--- config.mk ---
export PLATFORM = sky130hd
export DESIGN_NAME = vmem_stage
export DESIGN_NICKNAME = d
export VERILOG_FILES = /design/src/vmem_pkg.sv /design/src/vmem_addr_sched.sv /design/src/vmem_load_align.sv /design/src/vmem_stage.sv /design/src/vmem_wb_latch.sv
export SDC_FILE = /design/constraint.sdc
export NUM_CORES = 1
export LEC_CHECK = 0
export BUFFER_PORTS_ARGS = -buffer_cell sky130_fd_sc_hd__buf_4
export CAP_MARGIN = 30
export CORE_AREA = 2 2 191 193
export DETAILED_ROUTE_END_ITERATION = 6
export DIE_AREA = 0 0 193 195
export HOLD_SLACK_MARGIN = 0.08
export PLACE_DENSITY = 0.56
export SKIP_LAST_GASP = 1
export SLEW_MARGIN = 25
export SYNTH_ARGS = -nofsm -noshare
export SYNTH_HDL_FRONTEND = slang
export SYNTH_SLANG_ARGS = --single-unit
--- constraint.sdc ---
create_clock -name CLK -period 5.2 [get_ports CLK]
set_input_delay 0.26 -clock CLK [delete_from_list [all_inputs] [get_ports CLK]]
set_output_delay 0.26 -clock CLK [all_outputs]
set_load 0.02 [all_outputs]
--- src/vmem_pkg.sv ---
package vmem_pkg;

  localparam int XLEN  = 32;
  localparam int VLENB = 16;
  localparam int VL_W  = 5;

  // Element width of a vector memory access
  typedef enum logic [1:0] {
    E8  = 2'd0,
    E16 = 2'd1,
    E32 = 2'd2
  } eew_t;

  typedef enum logic {
    NOT_CFG = 1'b0,
    VSETVL  = 1'b1
  } cfg_t;

  typedef struct packed {
    logic [2:0] reserved;
    logic [2:0] lmul;
    eew_t       sew;
  } vtype_t;

  // Execute to memory bundle
  typedef struct packed {
    logic [XLEN-1:0] alu_result0;
    logic [XLEN-1:0] alu_result1;
    logic [XLEN-1:0] store_data0;
    logic [XLEN-1:0] store_data1;
    logic            load_ena;
    logic            store_ena;
    eew_t            eew;
    logic [VL_W-1:0] ls_idx;
    logic [VL_W-1:0] vl;
    logic [1:0]      wen;
    logic [VL_W-1:0] woffset0;
    logic [VL_W-1:0] woffset1;
    logic [4:0]      vd;
    logic            rd_wen;
    logic [4:0]      rd_sel;
    logic [XLEN-1:0] rd_data;
    cfg_t            config_type;
    vtype_t          next_vtype;
    logic [XLEN-1:0] next_avl;
  } ex_mem_t;

  // Memory to writeback bundle
  typedef struct packed {
    logic [XLEN-1:0] wdat0;
    logic [XLEN-1:0] wdat1;
    logic [1:0]      wen;
    logic [VL_W-1:0] woffset0;
    logic [VL_W-1:0] woffset1;
    logic [4:0]      vd;
    eew_t            eew;
    logic [VL_W-1:0] vl;
    logic            rd_wen;
    logic [4:0]      rd_sel;
    logic [XLEN-1:0] rd_data;
  } mem_wb_t;

  // Single word request to the data cache
  typedef struct packed {
    logic            ren;
    logic            wen;
    logic [XLEN-1:0] addr;
    logic [3:0]      byte_ena;
    logic [XLEN-1:0] store_data;
  } dreq_t;

  // Elements that fit in one vector register at this width
  function automatic logic [VL_W-1:0] vlmax(eew_t sew);
    int ebytes;
    case (sew)
      E8:      ebytes = 1;
      E16:     ebytes = 2;
      default: ebytes = 4;
    endcase
    return VL_W'(VLENB / ebytes);
  endfunction

endpackage

--- src/vmem_addr_sched.sv ---
`timescale 1ns/1ns

module vmem_addr_sched (
  input  logic              CLK,
  input  logic              nRST,
  input  vmem_pkg::ex_mem_t ex,
  input  logic              dhit,
  input  logic              stall,
  output vmem_pkg::dreq_t   dreq,
  output logic              arrived0,
  output logic              arrived1,
  output logic [1:0]        lane_off0,
  output logic [1:0]        lane_off1,
  output logic              busy,
  output logic              advance,
  output logic              exception
);
  import vmem_pkg::*;

  typedef enum logic [1:0] {IDLE, LANE0, LANE1, DONE} state_t;

  state_t          state, next_state;
  logic            is_mem, lane1_run, misaligned, in_lane;
  logic [XLEN-1:0] cur_addr, cur_data;
  logic [1:0]      cur_off;
  logic [3:0]      cur_bena;

  // Address low bits that break natural alignment for this width
  function automatic logic addr_bad(eew_t e, logic [1:0] low);
    case (e)
      E16:     addr_bad = low[0];
      E32:     addr_bad = |low;
      default: addr_bad = 1'b0;
    endcase
  endfunction

  assign is_mem     = ex.load_ena | ex.store_ena;
  // Lane 1 only while the next element is still inside vl
  assign lane1_run  = ({1'b0, ex.ls_idx} + (VL_W+1)'(1)) < {1'b0, ex.vl};
  assign misaligned = addr_bad(ex.eew, ex.alu_result0[1:0]) ||
                      (lane1_run && addr_bad(ex.eew, ex.alu_result1[1:0]));

  always_comb begin
    next_state = state;
    case (state)
      IDLE:    if (is_mem) next_state = misaligned ? DONE : LANE0;
      LANE0:   if (dhit) next_state = lane1_run ? LANE1 : DONE;
      LANE1:   if (dhit) next_state = DONE;
      DONE:    if (!stall) next_state = IDLE;
      default: next_state = IDLE;
    endcase
  end

  always_ff @(posedge CLK, negedge nRST) begin
    if (!nRST) begin
      state     <= IDLE;
      lane_off0 <= '0;
      lane_off1 <= '0;
    end else begin
      state <= next_state;
      // Offsets stay valid until the bundle leaves the stage
      if (state == IDLE && is_mem) begin
        lane_off0 <= ex.alu_result0[1:0];
        lane_off1 <= ex.alu_result1[1:0];
      end
    end
  end

  // Current lane request
  assign in_lane  = (state == LANE0) || (state == LANE1);
  assign cur_addr = (state == LANE1) ? ex.alu_result1 : ex.alu_result0;
  assign cur_data = (state == LANE1) ? ex.store_data1 : ex.store_data0;
  assign cur_off  = cur_addr[1:0];

  always_comb begin
    case (ex.eew)
      E8:      cur_bena = 4'b0001 << cur_off;
      E16:     cur_bena = 4'b0011 << cur_off;
      default: cur_bena = 4'b1111;
    endcase
  end

  always_comb begin
    dreq.ren        = in_lane && ex.load_ena;
    dreq.wen        = in_lane && ex.store_ena;
    dreq.addr       = {cur_addr[XLEN-1:2], 2'b00};
    dreq.byte_ena   = cur_bena;
    dreq.store_data = cur_data << {cur_off, 3'b000};
  end

  assign arrived0  = (state == LANE0) && dhit;
  assign arrived1  = (state == LANE1) && dhit;
  assign busy      = (state == IDLE && is_mem) || in_lane;
  // Non-memory bundles pass straight through from IDLE
  assign advance   = !stall && ((state == IDLE && !is_mem) || state == DONE);
  assign exception = (state == IDLE) && is_mem && misaligned;

  // A pending request must not move before the cache answers
  a_dreq_hold: assert property (@(posedge CLK) disable iff (!nRST)
    ((dreq.ren || dreq.wen) && !dhit) |=> $stable(dreq));

  // Execute side never asks for load and store at once
  a_one_dir: assert property (@(posedge CLK) disable iff (!nRST)
    !(dreq.ren && dreq.wen));

endmodule

--- src/vmem_load_align.sv ---
`timescale 1ns/1ns

module vmem_load_align (
  input  logic                      CLK,
  input  logic                      nRST,
  input  vmem_pkg::ex_mem_t         ex,
  input  logic [vmem_pkg::XLEN-1:0] rdata,
  input  logic                      arrived0,
  input  logic                      arrived1,
  input  logic [1:0]                lane_off0,
  input  logic [1:0]                lane_off1,
  input  logic                      exception,
  output logic [vmem_pkg::XLEN-1:0] wdat0,
  output logic [vmem_pkg::XLEN-1:0] wdat1
);
  import vmem_pkg::*;

  logic [XLEN-1:0] load_buf0, load_buf1;
  logic [XLEN-1:0] shifted0, shifted1;
  logic [XLEN-1:0] width_mask;

  // One buffered word per lane
  always_ff @(posedge CLK, negedge nRST) begin
    if (!nRST) begin
      load_buf0 <= '0;
      load_buf1 <= '0;
    end else if (exception) begin
      // Misaligned pair completes with zero data
      load_buf0 <= '0;
      load_buf1 <= '0;
    end else begin
      if (arrived0) begin
        load_buf0 <= rdata;
      end
      if (arrived1) begin
        load_buf1 <= rdata;
      end
    end
  end

  always_comb begin
    case (ex.eew)
      E8:      width_mask = 32'h0000_00ff;
      E16:     width_mask = 32'h0000_ffff;
      default: width_mask = '1;
    endcase
  end

  // Bring the element down to bit 0
  assign shifted0 = load_buf0 >> {lane_off0, 3'b000};
  assign shifted1 = load_buf1 >> {lane_off1, 3'b000};

  assign wdat0 = ex.load_ena ? (shifted0 & width_mask) : ex.alu_result0;
  assign wdat1 = ex.load_ena ? (shifted1 & width_mask) : ex.alu_result1;

endmodule

--- src/vmem_stage.sv ---
`timescale 1ns/1ns

module vmem_stage (
  input  logic                      CLK,
  input  logic                      nRST,
  input  vmem_pkg::ex_mem_t         ex,
  input  logic                      stall,
  input  logic                      flush,
  input  logic                      dhit,
  input  logic [vmem_pkg::XLEN-1:0] rdata,
  output vmem_pkg::dreq_t           dreq,
  output logic                      busy,
  output logic                      exception,
  output vmem_pkg::mem_wb_t         wb,
  output logic [vmem_pkg::VL_W-1:0] vl_csr,
  output vmem_pkg::vtype_t          vtype_csr
);
  import vmem_pkg::*;

  logic            arrived0, arrived1;
  logic [1:0]      lane_off0, lane_off1;
  logic            advance;
  logic [XLEN-1:0] wdat0, wdat1;

  vmem_addr_sched u_sched (
    .CLK       (CLK),
    .nRST      (nRST),
    .ex        (ex),
    .dhit      (dhit),
    .stall     (stall),
    .dreq      (dreq),
    .arrived0  (arrived0),
    .arrived1  (arrived1),
    .lane_off0 (lane_off0),
    .lane_off1 (lane_off1),
    .busy      (busy),
    .advance   (advance),
    .exception (exception)
  );

  vmem_load_align u_align (
    .CLK       (CLK),
    .nRST      (nRST),
    .ex        (ex),
    .rdata     (rdata),
    .arrived0  (arrived0),
    .arrived1  (arrived1),
    .lane_off0 (lane_off0),
    .lane_off1 (lane_off1),
    .exception (exception),
    .wdat0     (wdat0),
    .wdat1     (wdat1)
  );

  vmem_wb_latch u_latch (
    .CLK       (CLK),
    .nRST      (nRST),
    .ex        (ex),
    .wdat0     (wdat0),
    .wdat1     (wdat1),
    .advance   (advance),
    .flush     (flush),
    .wb        (wb),
    .vl_csr    (vl_csr),
    .vtype_csr (vtype_csr)
  );

endmodule

--- src/vmem_wb_latch.sv ---
`timescale 1ns/1ns

module vmem_wb_latch (
  input  logic                      CLK,
  input  logic                      nRST,
  input  vmem_pkg::ex_mem_t         ex,
  input  logic [vmem_pkg::XLEN-1:0] wdat0,
  input  logic [vmem_pkg::XLEN-1:0] wdat1,
  input  logic                      advance,
  input  logic                      flush,
  output vmem_pkg::mem_wb_t         wb,
  output logic [vmem_pkg::VL_W-1:0] vl_csr,
  output vmem_pkg::vtype_t          vtype_csr
);
  import vmem_pkg::*;

  mem_wb_t         next_wb;
  logic [VL_W-1:0] cfg_max, new_vl;
  logic            is_cfg;

  assign is_cfg  = (ex.config_type == VSETVL);
  assign cfg_max = vlmax(ex.next_vtype.sew);
  // Requested length clipped to what the new type allows
  assign new_vl  = (ex.next_avl < XLEN'(cfg_max)) ? ex.next_avl[VL_W-1:0] : cfg_max;

  always_comb begin
    next_wb.wdat0    = wdat0;
    next_wb.wdat1    = wdat1;
    next_wb.wen      = ex.wen;
    next_wb.woffset0 = ex.woffset0;
    next_wb.woffset1 = ex.woffset1;
    next_wb.vd       = ex.vd;
    next_wb.eew      = ex.eew;
    next_wb.vl       = ex.vl;
    next_wb.rd_wen   = ex.rd_wen;
    next_wb.rd_sel   = ex.rd_sel;
    // Config instructions return the granted vl
    next_wb.rd_data  = is_cfg ? XLEN'(new_vl) : ex.rd_data;
  end

  // Memory to writeback register
  always_ff @(posedge CLK, negedge nRST) begin
    if (!nRST) begin
      wb <= '0;
    end else if (flush) begin
      wb <= '0;
    end else if (advance) begin
      wb <= next_wb;
    end
  end

  // vl and vtype registers
  always_ff @(posedge CLK, negedge nRST) begin
    if (!nRST) begin
      vl_csr    <= '0;
      vtype_csr <= '0;
    end else if (advance && !flush && is_cfg) begin
      vl_csr    <= new_vl;
      vtype_csr <= ex.next_vtype;
    end
  end

  // Flushed slot carries no register writes
  a_flush_clears: assert property (@(posedge CLK) disable iff (!nRST)
    flush |=> (wb.wen == 2'b00) && !wb.rd_wen);

endmodule

==> results of run 1 <==
==> cell families (layout without fill, tap and decap cells) <==
group                    after synthesis  after routing  share of synthesized area
AND/OR/NAND/NOR                      420            420                      0.151
AO/OA/AOI/OAI                        296            296                      0.164
flip-flops                           209            209                      0.444
multiplexers                         174            174                      0.167
buffers and inverters                124            710                     0.0462
adder cells (fa/ha/maj)               24             24                     0.0255
XOR/XNOR                               3              3                    0.00223
other                                  1              2                   0.000318
==> worst max-delay path by stage <==
stage                       from                   endpoint  slack, ns  depth (start not counted)
after floorplan           ex[33]  u_latch.wb[1]$_DFFE_PN0P_       1.89                         14
after global placement    ex[33]  u_latch.wb[1]$_DFFE_PN0P_       1.37                         15
after detailed placement  ex[33]  u_latch.wb[1]$_DFFE_PN0P_       1.31                         15
after CTS                 ex[33]  u_latch.wb[4]$_DFFE_PN0P_       0.77                         17
after global routing      ex[33]  u_latch.wb[2]$_DFFE_PN0P_       0.41                         17
final                     ex[33]  u_latch.wb[4]$_DFFE_PN0P_       0.71                         17
==> cell type report <==
class,count,share of cell area
Clock buffer,35,0.0406
Clock inverter,11,0.00908
Inverter,23,0.00478
Multi-Input combinational cell,919,0.336
Sequential cell,209,0.290
Tap cell,461,0.0320
Timing Repair Buffer,641,0.288
==> per-layer routing <==
| metal | routed length (µm) | GRT usage | share of wire | up-vias |
|---|---|---|---|---|
| met5 | 0 | 0 | 0 | - |
| met4 | 1110 | 0.0556 | 0.021 | 0 |
| met3 | 2940 | 0.0284 | 0.056 | 57 |
| met2 | 26300 | 0.468 | 0.50 | 433 |
| met1 | 21900 | 0.355 | 0.42 | 5876 |
| li1 | - | - | - | 5603 |
==> power groups by stage <==
stage	Clock [mW]	Sequential, mW	Combinational (mW)
final	1.90	2.50	4.32
after global placement	0	2.50	4.20
after CTS	1.93	2.49	4.32
after global routing	2.00	2.55	4.62
after floorplan	0	2.67	2.23
after detailed placement	0	2.52	4.23
==> registers in the layout, summed over array words and instances, names as in the netlist <==
name,count
u_latch.wb,126
u_align.load_buf0,32
u_align.load_buf1,32
u_latch.vtype_csr,8
u_latch.vl_csr,5
u_sched.lane_off0,2
u_sched.lane_off1,2
u_sched.state,2
==> placed cells by master, fill, tap and decap left out, types with 3 or more instances in the layout <==
cell           synthesis  layout
nor2b_1               11      11
bufinv_16              0       4
mux4_2                11      11
clkbuf_16              0      25
o21ai_0               55      55
nand2_1              242     242
a221oi_1              48      48
nor2_1                84      83
clkinv_2               0       4
a21oi_1              100     100
clkbuf_1              62       3
o21ai_1                4       3
dlygate4sd3_1          0     135
nand3_1                4       4
a211oi_1              33      33
ha_1                  24      23
inv_1                 22      22
a22oi_1                4       4
mux2i_1               92      91
mux2_2                70      70
clkbuf_8               0       7
o22ai_1               10      10
dfrtp_1              209     209
nand2b_1               3       3
and2_1                 4       4
buf_4                 12     501
nor4_1                 8       8
a22o_1                28      28
nor3_1                50      48
==> stage by stage <==
step           utilization  cells  area [µm²]  total power, mW  setup WS (ns)
6_report             0.510   2299       18000             8.72          0.709
5_1_grt              0.510   2299       18000             9.17          0.414
4_1_cts              0.509   2297       18000             8.75          0.774
3_5_place_dp         0.445   2116       15800             6.74           1.31
3_3_place_gp         0.445   2114       15700             6.70           1.37
2_1_floorplan            -   1252       11800             4.90           1.89
==> what timing repair did <==
| item | 4_1_cts | 5_1_grt |
|---|---|---|
| hold endpoints to repair | 252 | 0 |
| gates resized for setup | 0 | 0 |
| setup buffers | 0 | 0 |
| hold buffers | 135 | 0 |
==> worst max-delay path, stage by stage <==
cell and delay (ns):
dlygate4sd3_1 0.57, buf_4 0.17, nor2_1 0.31, inv_1 0.14, ha_1 0.28, ha_1 0.33
a21boi_0 0.11, o311a_1 0.30, a311oi_1 0.31, and2_1 0.18, ha_1 0.21, o21ai_0 0.13
o21ai_0 0.11, a211oi_2 0.49, mux2i_1 0.33, o21ai_1 0.08, dlygate4sd3_1 0.57
==> flow_metrics.env, run 1 <==
export IMPL_htreeDepth=1
export IMPL_leakagePower_nw=8.57
export IMPL_status="completed"
export IMPL_ys_seq_elements=209
export IMPL_ant_nets=0
export IMPL_yosys_cell_types_count=56
export IMPL_cts_sinks=209
export IMPL_final_period_utilization=0.864
export IMPL_final_nets=2118
export IMPL_finalWirelength_um=52200
export IMPL_gr_total_overflow=0
export IMPL_swShare=0.422
export IMPL_core_area_um2=35400
export IMPL_grt_pass1_wl_um=76100
export IMPL_routedWlPerCell_um=22.7
export IMPL_reg2reg_depth=10
export IMPL_cts_tree="built"
export IMPL_n_antenna_cell=0
export IMPL_hp_class="in -> reg"
export IMPL_whs_ns=0.0875
export IMPL_crit_path_end_kind="register"
export IMPL_layout_drive_gt1_share=0.351
export IMPL_cp_start_kind="input port"
export IMPL_synth_edff_count=0
export IMPL_io_buffers=483
export IMPL_intPower_mw=5.04
export IMPL_tightestPinTransition_ns=0.935
export IMPL_hold_viol=0
export IMPL_vias=12000
export IMPL_fmax_mhz=223
export IMPL_worstPathMaxFanout=6
export IMPL_clock_latency_ns=0.53
export IMPL_whs_path_depth=3
export IMPL_drtIter0Drc=770
export IMPL_ir_worst_vdd_mv=0.252
export IMPL_layout_area_seq_um2=5230
export IMPL_synth_top_area_frac=0.444
export IMPL_multi_input_area_um2=6070
export IMPL_antenna_found_initial=0
export IMPL_cp_data_required_time_ns=5.61
export IMPL_power_frac_comb=0.495
export IMPL_path_class="in -> reg"
export IMPL_fp_dieW_um=193
export IMPL_viasPerCell=5.21
export IMPL_cts_buffer_depth=3
export IMPL_cp_data_arrival_time_ns=4.90
export IMPL_finalClockSkew_ns=0.0150
export IMPL_yosysSeqAreaShare=0.444
export IMPL_fp_dieArea_um2=37600
export IMPL_finalSetupViolCount=0
export IMPL_hpwl_um=39000
export IMPL_fin_tns_setup_ns=0
export IMPL_fillers=3290
export IMPL_yosysWarnings=0
export IMPL_p_per_area_nw_per_um2=483
export IMPL_yosysMostFrequentCell="nand2_1"
export IMPL_grt_max_degree=120
export IMPL_avgSynthCellArea_um2=9.42
export IMPL_grt_util_all_layers=0.267
export IMPL_r2r_start="u_sched.state[0]$_DFFE_PN0P_"
export IMPL_power_switching_mw=3.68
export IMPL_firstDrtPassIters=5
export IMPL_numCtsBuffers=25
export IMPL_rows=69
export IMPL_area_growth_pct=53.2
export IMPL_drv_cap=0
export IMPL_fin_crit_ns=4.49
export IMPL_rrSetupSlack_ns=1.84
export IMPL_initial_core_util=0.333
export IMPL_r2r_end="u_latch.wb[2]$_DFFE_PN0P_"
export IMPL_ys_top_cells_by_area="dfrtp_1 44%, mux2i_1 7.8%, nand2_1 7.7%, mux2_2 6.7%, a21oi_1 4.2%"
export IMPL_drv_slew=0
export IMPL_rsz0062_at_grt="false"
export IMPL_die_h_um=195
export IMPL_min_delay_start="ex[194]"
export IMPL_clkTransAtPathRegs_ns=0.06
export IMPL_p_clk_frac=0.218
export IMPL_root_buffer="clkbuf_16"
export IMPL_drc=0
export IMPL_yosysTopAreaCell="dfrtp_1"
export IMPL_async_reset_ff_frac=1.00
export IMPL_place_gp_congestion=0.927
export IMPL_synth_flop_cell="dfrtp_1"
export IMPL_holdPathEnd="u_latch.wb[82]$_DFFE_PN0P_"
export IMPL_synth_area_um2=11800
export IMPL_synthCells=1251
export IMPL_grt_pass1_vias=11900
export IMPL_maxSlewHeadroom=0.374
export IMPL_ys_top_cells_by_count="242 x nand2_1, 209 x dfrtp_1, 100 x a21oi_1"
export IMPL_pin_count=486
export IMPL_sequentialPowerShare=0.286
Power figures use the tool's default switching activity.
==> run 2: changes to the inputs <==
==> constraint.sdc (replaced) <==
create_clock -name CLK -period 5.2 [get_ports CLK]
set_input_delay 0.52 -clock CLK [delete_from_list [all_inputs] [get_ports CLK]]
set_output_delay 0.52 -clock CLK [all_outputs]
set_load 0.02 [all_outputs]
==> run 2 against run 1 <==
Effect of this change:
- clock power decreased by 6%
- core utilization decreased by 3.9 points
- critical endpoint is now u_latch.wb[1]$_DFFE_PN0P_
- count of clock-buffer cells in the layout increased by 3
- combinational power decreased by 2%
- non-clock buffer count decreased by 133
- first-iteration DRC count increased by 5.5%
==> flow_metrics.env, run 2 (synthesis gave the netlist of run 1 again) <==
export IMPL_grt_pass1_wl_um=72800
export IMPL_grt_util_all_layers=0.259
export IMPL_die_h_um=195
export IMPL_layout_drive_gt1_share=0.380
export IMPL_place_gp_congestion=0.922
export IMPL_status="completed"
export IMPL_fillers=3409
export IMPL_fin_crit_ns=3.64
export IMPL_initial_core_util=0.333
export IMPL_numCtsBuffers=26
export IMPL_fp_dieW_um=193
export IMPL_final_nets=1986
export IMPL_fin_tns_setup_ns=0
export IMPL_hpwl_um=38700
export IMPL_cts_buffer_depth=3
export IMPL_grt_max_degree=127
export IMPL_cts_setup_buffers=0
export IMPL_place_inst=2117
export IMPL_cts_sinks=209
export IMPL_hp_class="in -> reg"
export IMPL_clkTransAtPathRegs_ns=0.06
export IMPL_worstPathBufferInverterCount=2
export IMPL_maxSlewHeadroom=0.405
export IMPL_leakagePower_nw=7.99
export IMPL_grt_pass1_vias=11300
export IMPL_hold_viol=0
export IMPL_path_cells="buf_4 > nor2_1 > inv_1 > ha_1 > ha_1 > a21boi_0 > o311a_1 > a311oi_1 > and2_1 > ha_1 > o21ai_0 > o21ai_0 > a211oi_2 > a211oi_1 > or3_1"
export IMPL_fp_dieArea_um2=37600
export IMPL_rows=69
export IMPL_final_common_cell="buf_4"
export IMPL_gr_total_overflow=0
export IMPL_fmax_mhz=275
export IMPL_clock_latency_ns=0.53
export IMPL_path_class="in -> reg"
export IMPL_p_per_area_nw_per_um2=511
export IMPL_drv_slew=0
export IMPL_cts_tree="built"
export IMPL_worstPathMaxFanout=6
export IMPL_finalWirelength_um=50800
export IMPL_postCtsResizedCells=0
export IMPL_area_growth_pct=41.5
export IMPL_ir_worst_vdd_mv=0.279
export IMPL_fin_cells=2168
export IMPL_cp_start_kind="input port"
export IMPL_vias=11400
export IMPL_routedWlPerCell_um=23.4
export IMPL_cp_common_cell="ha_1"
export IMPL_cp_data_arrival_time_ns=4.05
export IMPL_htreeDepth=1
export IMPL_final_cell_mix="502 x buf_4, 242 x nand2_1, 209 x dfrtp_1, 100 x a21oi_1, 91 x mux2i_1"
export IMPL_crit_path_end_kind="register"
export IMPL_max_stage_delay_ns=0.49
export IMPL_tightestPinTransition_ns=0.885
export IMPL_firstDrtPassIters=6
export IMPL_finalSetupViolCount=0
export IMPL_top_regs="u_latch.wb (126), u_align.load_buf0 (32), u_align.load_buf1 (32)"
export IMPL_io_buffers=483
export IMPL_slowest_stage="a211oi_2"
export IMPL_rsz0062_at_grt="false"
export IMPL_viasPerCell=5.26
export IMPL_p_total_mw=8.51
export IMPL_drc=0
export IMPL_antenna_found_initial=1
export IMPL_ant_nets=0
export IMPL_largest_reg_flops=126
export IMPL_final_period_utilization=0.699
export IMPL_drv_cap=0
export IMPL_pin_count=486
export IMPL_drtIter0Drc=812
export IMPL_cp_data_required_time_ns=5.61
export IMPL_core_area_um2=35400
export IMPL_critical_path_top_delay_family="compound AO/OA/AOI/OAI gates"
export IMPL_finalClockSkew_ns=0.00955
export IMPL_root_buffer="clkbuf_16"
export IMPL_regMostFlops="u_latch.wb"
export IMPL_whs_ns=0.205
run 2: final timing paths:
kind                                          startpoint                                 to  slack, ns  depth (start not counted)
max                                               ex[33]          u_latch.wb[1]$_DFFE_PN0P_       1.56                         15
min                                               ex[54]         u_latch.wb[13]$_DFFE_PN0P_       0.21                          2
max reg2reg                 u_sched.state[0]$_DFFE_PN0P_         u_latch.wb[63]$_DFFE_PN0P_       1.99                          8
min reg2reg                u_latch.vl_csr[3]$_DFFE_PN0P_      u_latch.vl_csr[3]$_DFFE_PN0P_       0.48                          2
max in group asynchronous                           nRST         u_latch.wb[67]$_DFFE_PN0P_       3.93                          3
min in group asynchronous                           nRST  u_align.load_buf1[18]$_DFFE_PN0P_       0.46                          2
run 2: final cells by class:
class | count | area (µm²) | share of cell area
inverters | 23 | 86.3 | 0.00518
flip-flops and latches | 209 | 5230 | 0.314
diodes | 1 | 2.50 | 0.000150
clock buffers | 38 | 797 | 0.0478
multi-input cells | 919 | 6070 | 0.364
well taps | 461 | 577 | 0.0346
repair buffers | 508 | 3860 | 0.231
clock inverters | 9 | 56.3 | 0.00338
run 2: metal layers:
layer  routed length, µm  share of wire  GRT usage  vias to the layer above
met4                2020          0.040     0.0946                        0
met2               24400           0.48      0.425                      431
met3                4090          0.081     0.0607                       91
met5                   0              0          0                        -
met1               20300           0.40      0.331                     5536
li1                    -              -          -                     5345
run 2: worst reg2reg max path: cells and delay by family, from the launching register on:
family	cells	cell delay [ns]
compound gates	2	0.64
fa+ha+maj	1	0.24
buf+inv	3	1.27
flops	1	0.43
simple gates	2	0.54
run 2: metrics by stage:
| step | utilization | worst slack, ns | cell area (µm²) |
|---|---|---|---|
| 3_3_place_gp | 0.445 | 1.15 | 15800 |
| 3_5_place_dp | 0.446 | 1.01 | 15800 |
| 5_1_grt | 0.471 | 1.30 | 16700 |
| 2_1_floorplan | - | 1.63 | 11800 |
| 4_1_cts | 0.470 | 1.55 | 16600 |
| 6_report | 0.471 | 1.56 | 16700 |
run 2: repair_timing:
item | in CTS | in global routing
hold buffers | 0 | 1
hold endpoints to repair | 0 | 36
setup endpoints to repair | 0 | 0
run 2: report_power, final:
part / internal, mW / switching, mW
clock network: 1.06 / 0.730
logic: 1.69 / 2.55
registers: 2.10 / 0.387
total: 4.85 / 3.67
==> run 3: changes to the inputs <==
==> constraint.sdc (replaced) <==
create_clock -name CLK -period 3.8 [get_ports CLK]
set_input_delay 0.38 -clock CLK [delete_from_list [all_inputs] [get_ports CLK]]
set_output_delay 0.38 -clock CLK [all_outputs]
set_load 0.02 [all_outputs]
==> run 3 against run 2 <==
Effect of this change:
- die area is the same
- highest routed layer is now met5
- total power grew 39%
- via count grew 2.1%
- critical endpoint is now dreq[26]
- clock skew grew 0.018 ns
- core utilization grew 1.2 points
- register-to-register slack lost 0.92 ns
==> flow_metrics.env, run 3 (synthesis gave the netlist of run 1 again) <==
export IMPL_firstDrtPassIters=5
export IMPL_place_gp_congestion=0.922
export IMPL_worstPathMaxFanout=15
export IMPL_largest_reg_flops=126
export IMPL_numCtsBuffers=25
export IMPL_die_h_um=195
export IMPL_layout_drive_gt1_share=0.372
export IMPL_drc=0
export IMPL_postCtsResizedCells=0
export IMPL_fmax_mhz=303
export IMPL_fin_tns_setup_ns=0
export IMPL_status="completed"
export IMPL_clock_latency_ns=0.54
export IMPL_r2r_start="u_sched.state[0]$_DFFE_PN0P_"
export IMPL_final_common_cell="buf_4"
export IMPL_drv_slew=0
export IMPL_cp_data_required_time_ns=3.42
export IMPL_initial_core_util=0.333
export IMPL_p_per_area_nw_per_um2=690
export IMPL_fin_ws_ns=0.499
export IMPL_cts_sinks=209
export IMPL_routedWlPerCell_um=23.2
export IMPL_gr_max_usage_layer="met2"
export IMPL_grt_max_degree=105
export IMPL_holdPathEnd="u_latch.wb[25]$_DFFE_PN0P_"
export IMPL_cts_buffer_depth=3
export IMPL_htreeDepth=1
export IMPL_reg2reg_depth=7
export IMPL_top_regs="u_latch.wb (126), u_align.load_buf0 (32), u_align.load_buf1 (32)"
export IMPL_grt_met1_usage=0.338
export IMPL_use_met3=0.0575
export IMPL_maxSlewHeadroom=0.403
export IMPL_ir_worst_vdd_mv=0.414
export IMPL_final_cell_mix="513 x buf_4, 242 x nand2_1, 209 x dfrtp_1, 100 x a21oi_1, 91 x mux2i_1"
export IMPL_core_area_um2=35400
export IMPL_drv_cap=0
export IMPL_whs_path_depth=2
export IMPL_antenna_found_initial=2
export IMPL_r2r_end="u_latch.wb[1]$_DFFE_PN0P_"
export IMPL_p_total_mw=11.8
export IMPL_hpwl_um=39000
export IMPL_pin_count=486
export IMPL_finalSetupViolCount=0
export IMPL_min_delay_start="ex[66]"
export IMPL_dp_slack_ns=0.146
export IMPL_grt_util_all_layers=0.263
export IMPL_crit_path_end_kind="output pin"
export IMPL_finalWirelength_um=51300
export IMPL_fin_cells=2212
export IMPL_use_met2=0.430
export IMPL_rsz0062_at_grt="false"
export IMPL_grt_pass1_vias=11700
export IMPL_grt_pass1_wl_um=74200
export IMPL_cp_start_kind="register"
export IMPL_gr_total_overflow=0
export IMPL_final_period_utilization=0.869
export IMPL_area_growth_pct=45.0
export IMPL_path_class="reg -> out"
export IMPL_io_buffers=483
export IMPL_cp_data_arrival_time_ns=2.92
export IMPL_ant_nets=0
export IMPL_final_nets=2030
export IMPL_drtIter0Drc=716
export IMPL_place_inst=2128
export IMPL_clkTransAtPathRegs_ns=0.06
export IMPL_rrSetupSlack_ns=1.07
export IMPL_final_core_util=0.483
export IMPL_rows=69
export IMPL_leakagePower_nw=8.18
export IMPL_root_buffer="clkbuf_16"
export IMPL_fin_crit_ns=3.30
export IMPL_regMostFlops="u_latch.wb"
export IMPL_fillers=3438
export IMPL_vias=11600
export IMPL_fp_dieArea_um2=37600
export IMPL_viasPerCell=5.27
export IMPL_hold_viol=0
export IMPL_tightestPinTransition_ns=0.888
export IMPL_hp_class="in -> reg"
export IMPL_fp_dieW_um=193
export IMPL_finalClockSkew_ns=0.0277
export IMPL_cts_tree="built"
## run 3: area by class of cell
| type | count | area, µm² | share of cell area |
|---|---|---|---|
| Inverter | 23 | 86.3 | 0.00505 |
| Clock buffer | 37 | 731 | 0.0428 |
| Antenna cell | 1 | 2.50 | 0.000146 |
| Tap cell | 461 | 577 | 0.0338 |
| Sequential cell | 209 | 5230 | 0.306 |
| Clock inverter | 9 | 124 | 0.00725 |
| Timing Repair Buffer | 553 | 4280 | 0.250 |
| Multi-Input combinational cell | 919 | 6060 | 0.355 |
## run 3: power by group
part | leakage [nW] | internal, mW | switching, mW | total (mW)
registers | 2.77 | 2.87 | 0.579 | 3.45
clock network | 0.425 | 1.53 | 0.983 | 2.51
logic | 4.98 | 2.36 | 3.47 | 5.83
## run 3: stage by stage
step                      area (µm²)  hold slack [ns]
after global placement         15900            0.470
after floorplan                11800           0.0844
after detailed placement       15900            0.474
after CTS                      17100           0.0806
after global routing           17100           0.0860
final                          17100           0.0995
## run 3: worst max path at each step
stage / startpoint / end / slack, ns / cells past startpoint
after floorplan: ex[33] / u_latch.wb[1]$_DFFE_PN0P_ / 0.37 / 14
after global placement: ex[33] / u_latch.vl_csr[4]$_DFFE_PN0P_ / 0.27 / 16
after detailed placement: ex[33] / u_latch.vl_csr[4]$_DFFE_PN0P_ / 0.15 / 16
after CTS: u_sched.state[0]$_DFFE_PN0P_ / dreq[26] / 0.47 / 7
after global routing: u_sched.state[0]$_DFFE_PN0P_ / dreq[26] / 0.35 / 7
final: u_sched.state[0]$_DFFE_PN0P_ / dreq[26] / 0.50 / 7
## run 3: worst max-delay path, cell delays in order (launching register included)
cell and delay, ns:
dfrtp_1 0.43, inv_1 0.15, ha_4 0.30, mux2i_2 0.23
buf_4 0.31, mux4_2 0.54, mux2_2 0.28, buf_4 0.17
## run 3: what timing repair did
item / in CTS / in global routing
buffers inserted: 0 / 0
hold buffers: 37 / 0
endpoints found under the hold margin: 137 / 0
## run 3: layer usage
| metal | share of wire | vias to the layer above |
|---|---|---|
| met5 | 0.00023 | - |
| met4 | 0.042 | 2 |
| met3 | 0.078 | 98 |
| met2 | 0.47 | 452 |
| met1 | 0.41 | 5661 |
| li1 | - | 5435 |
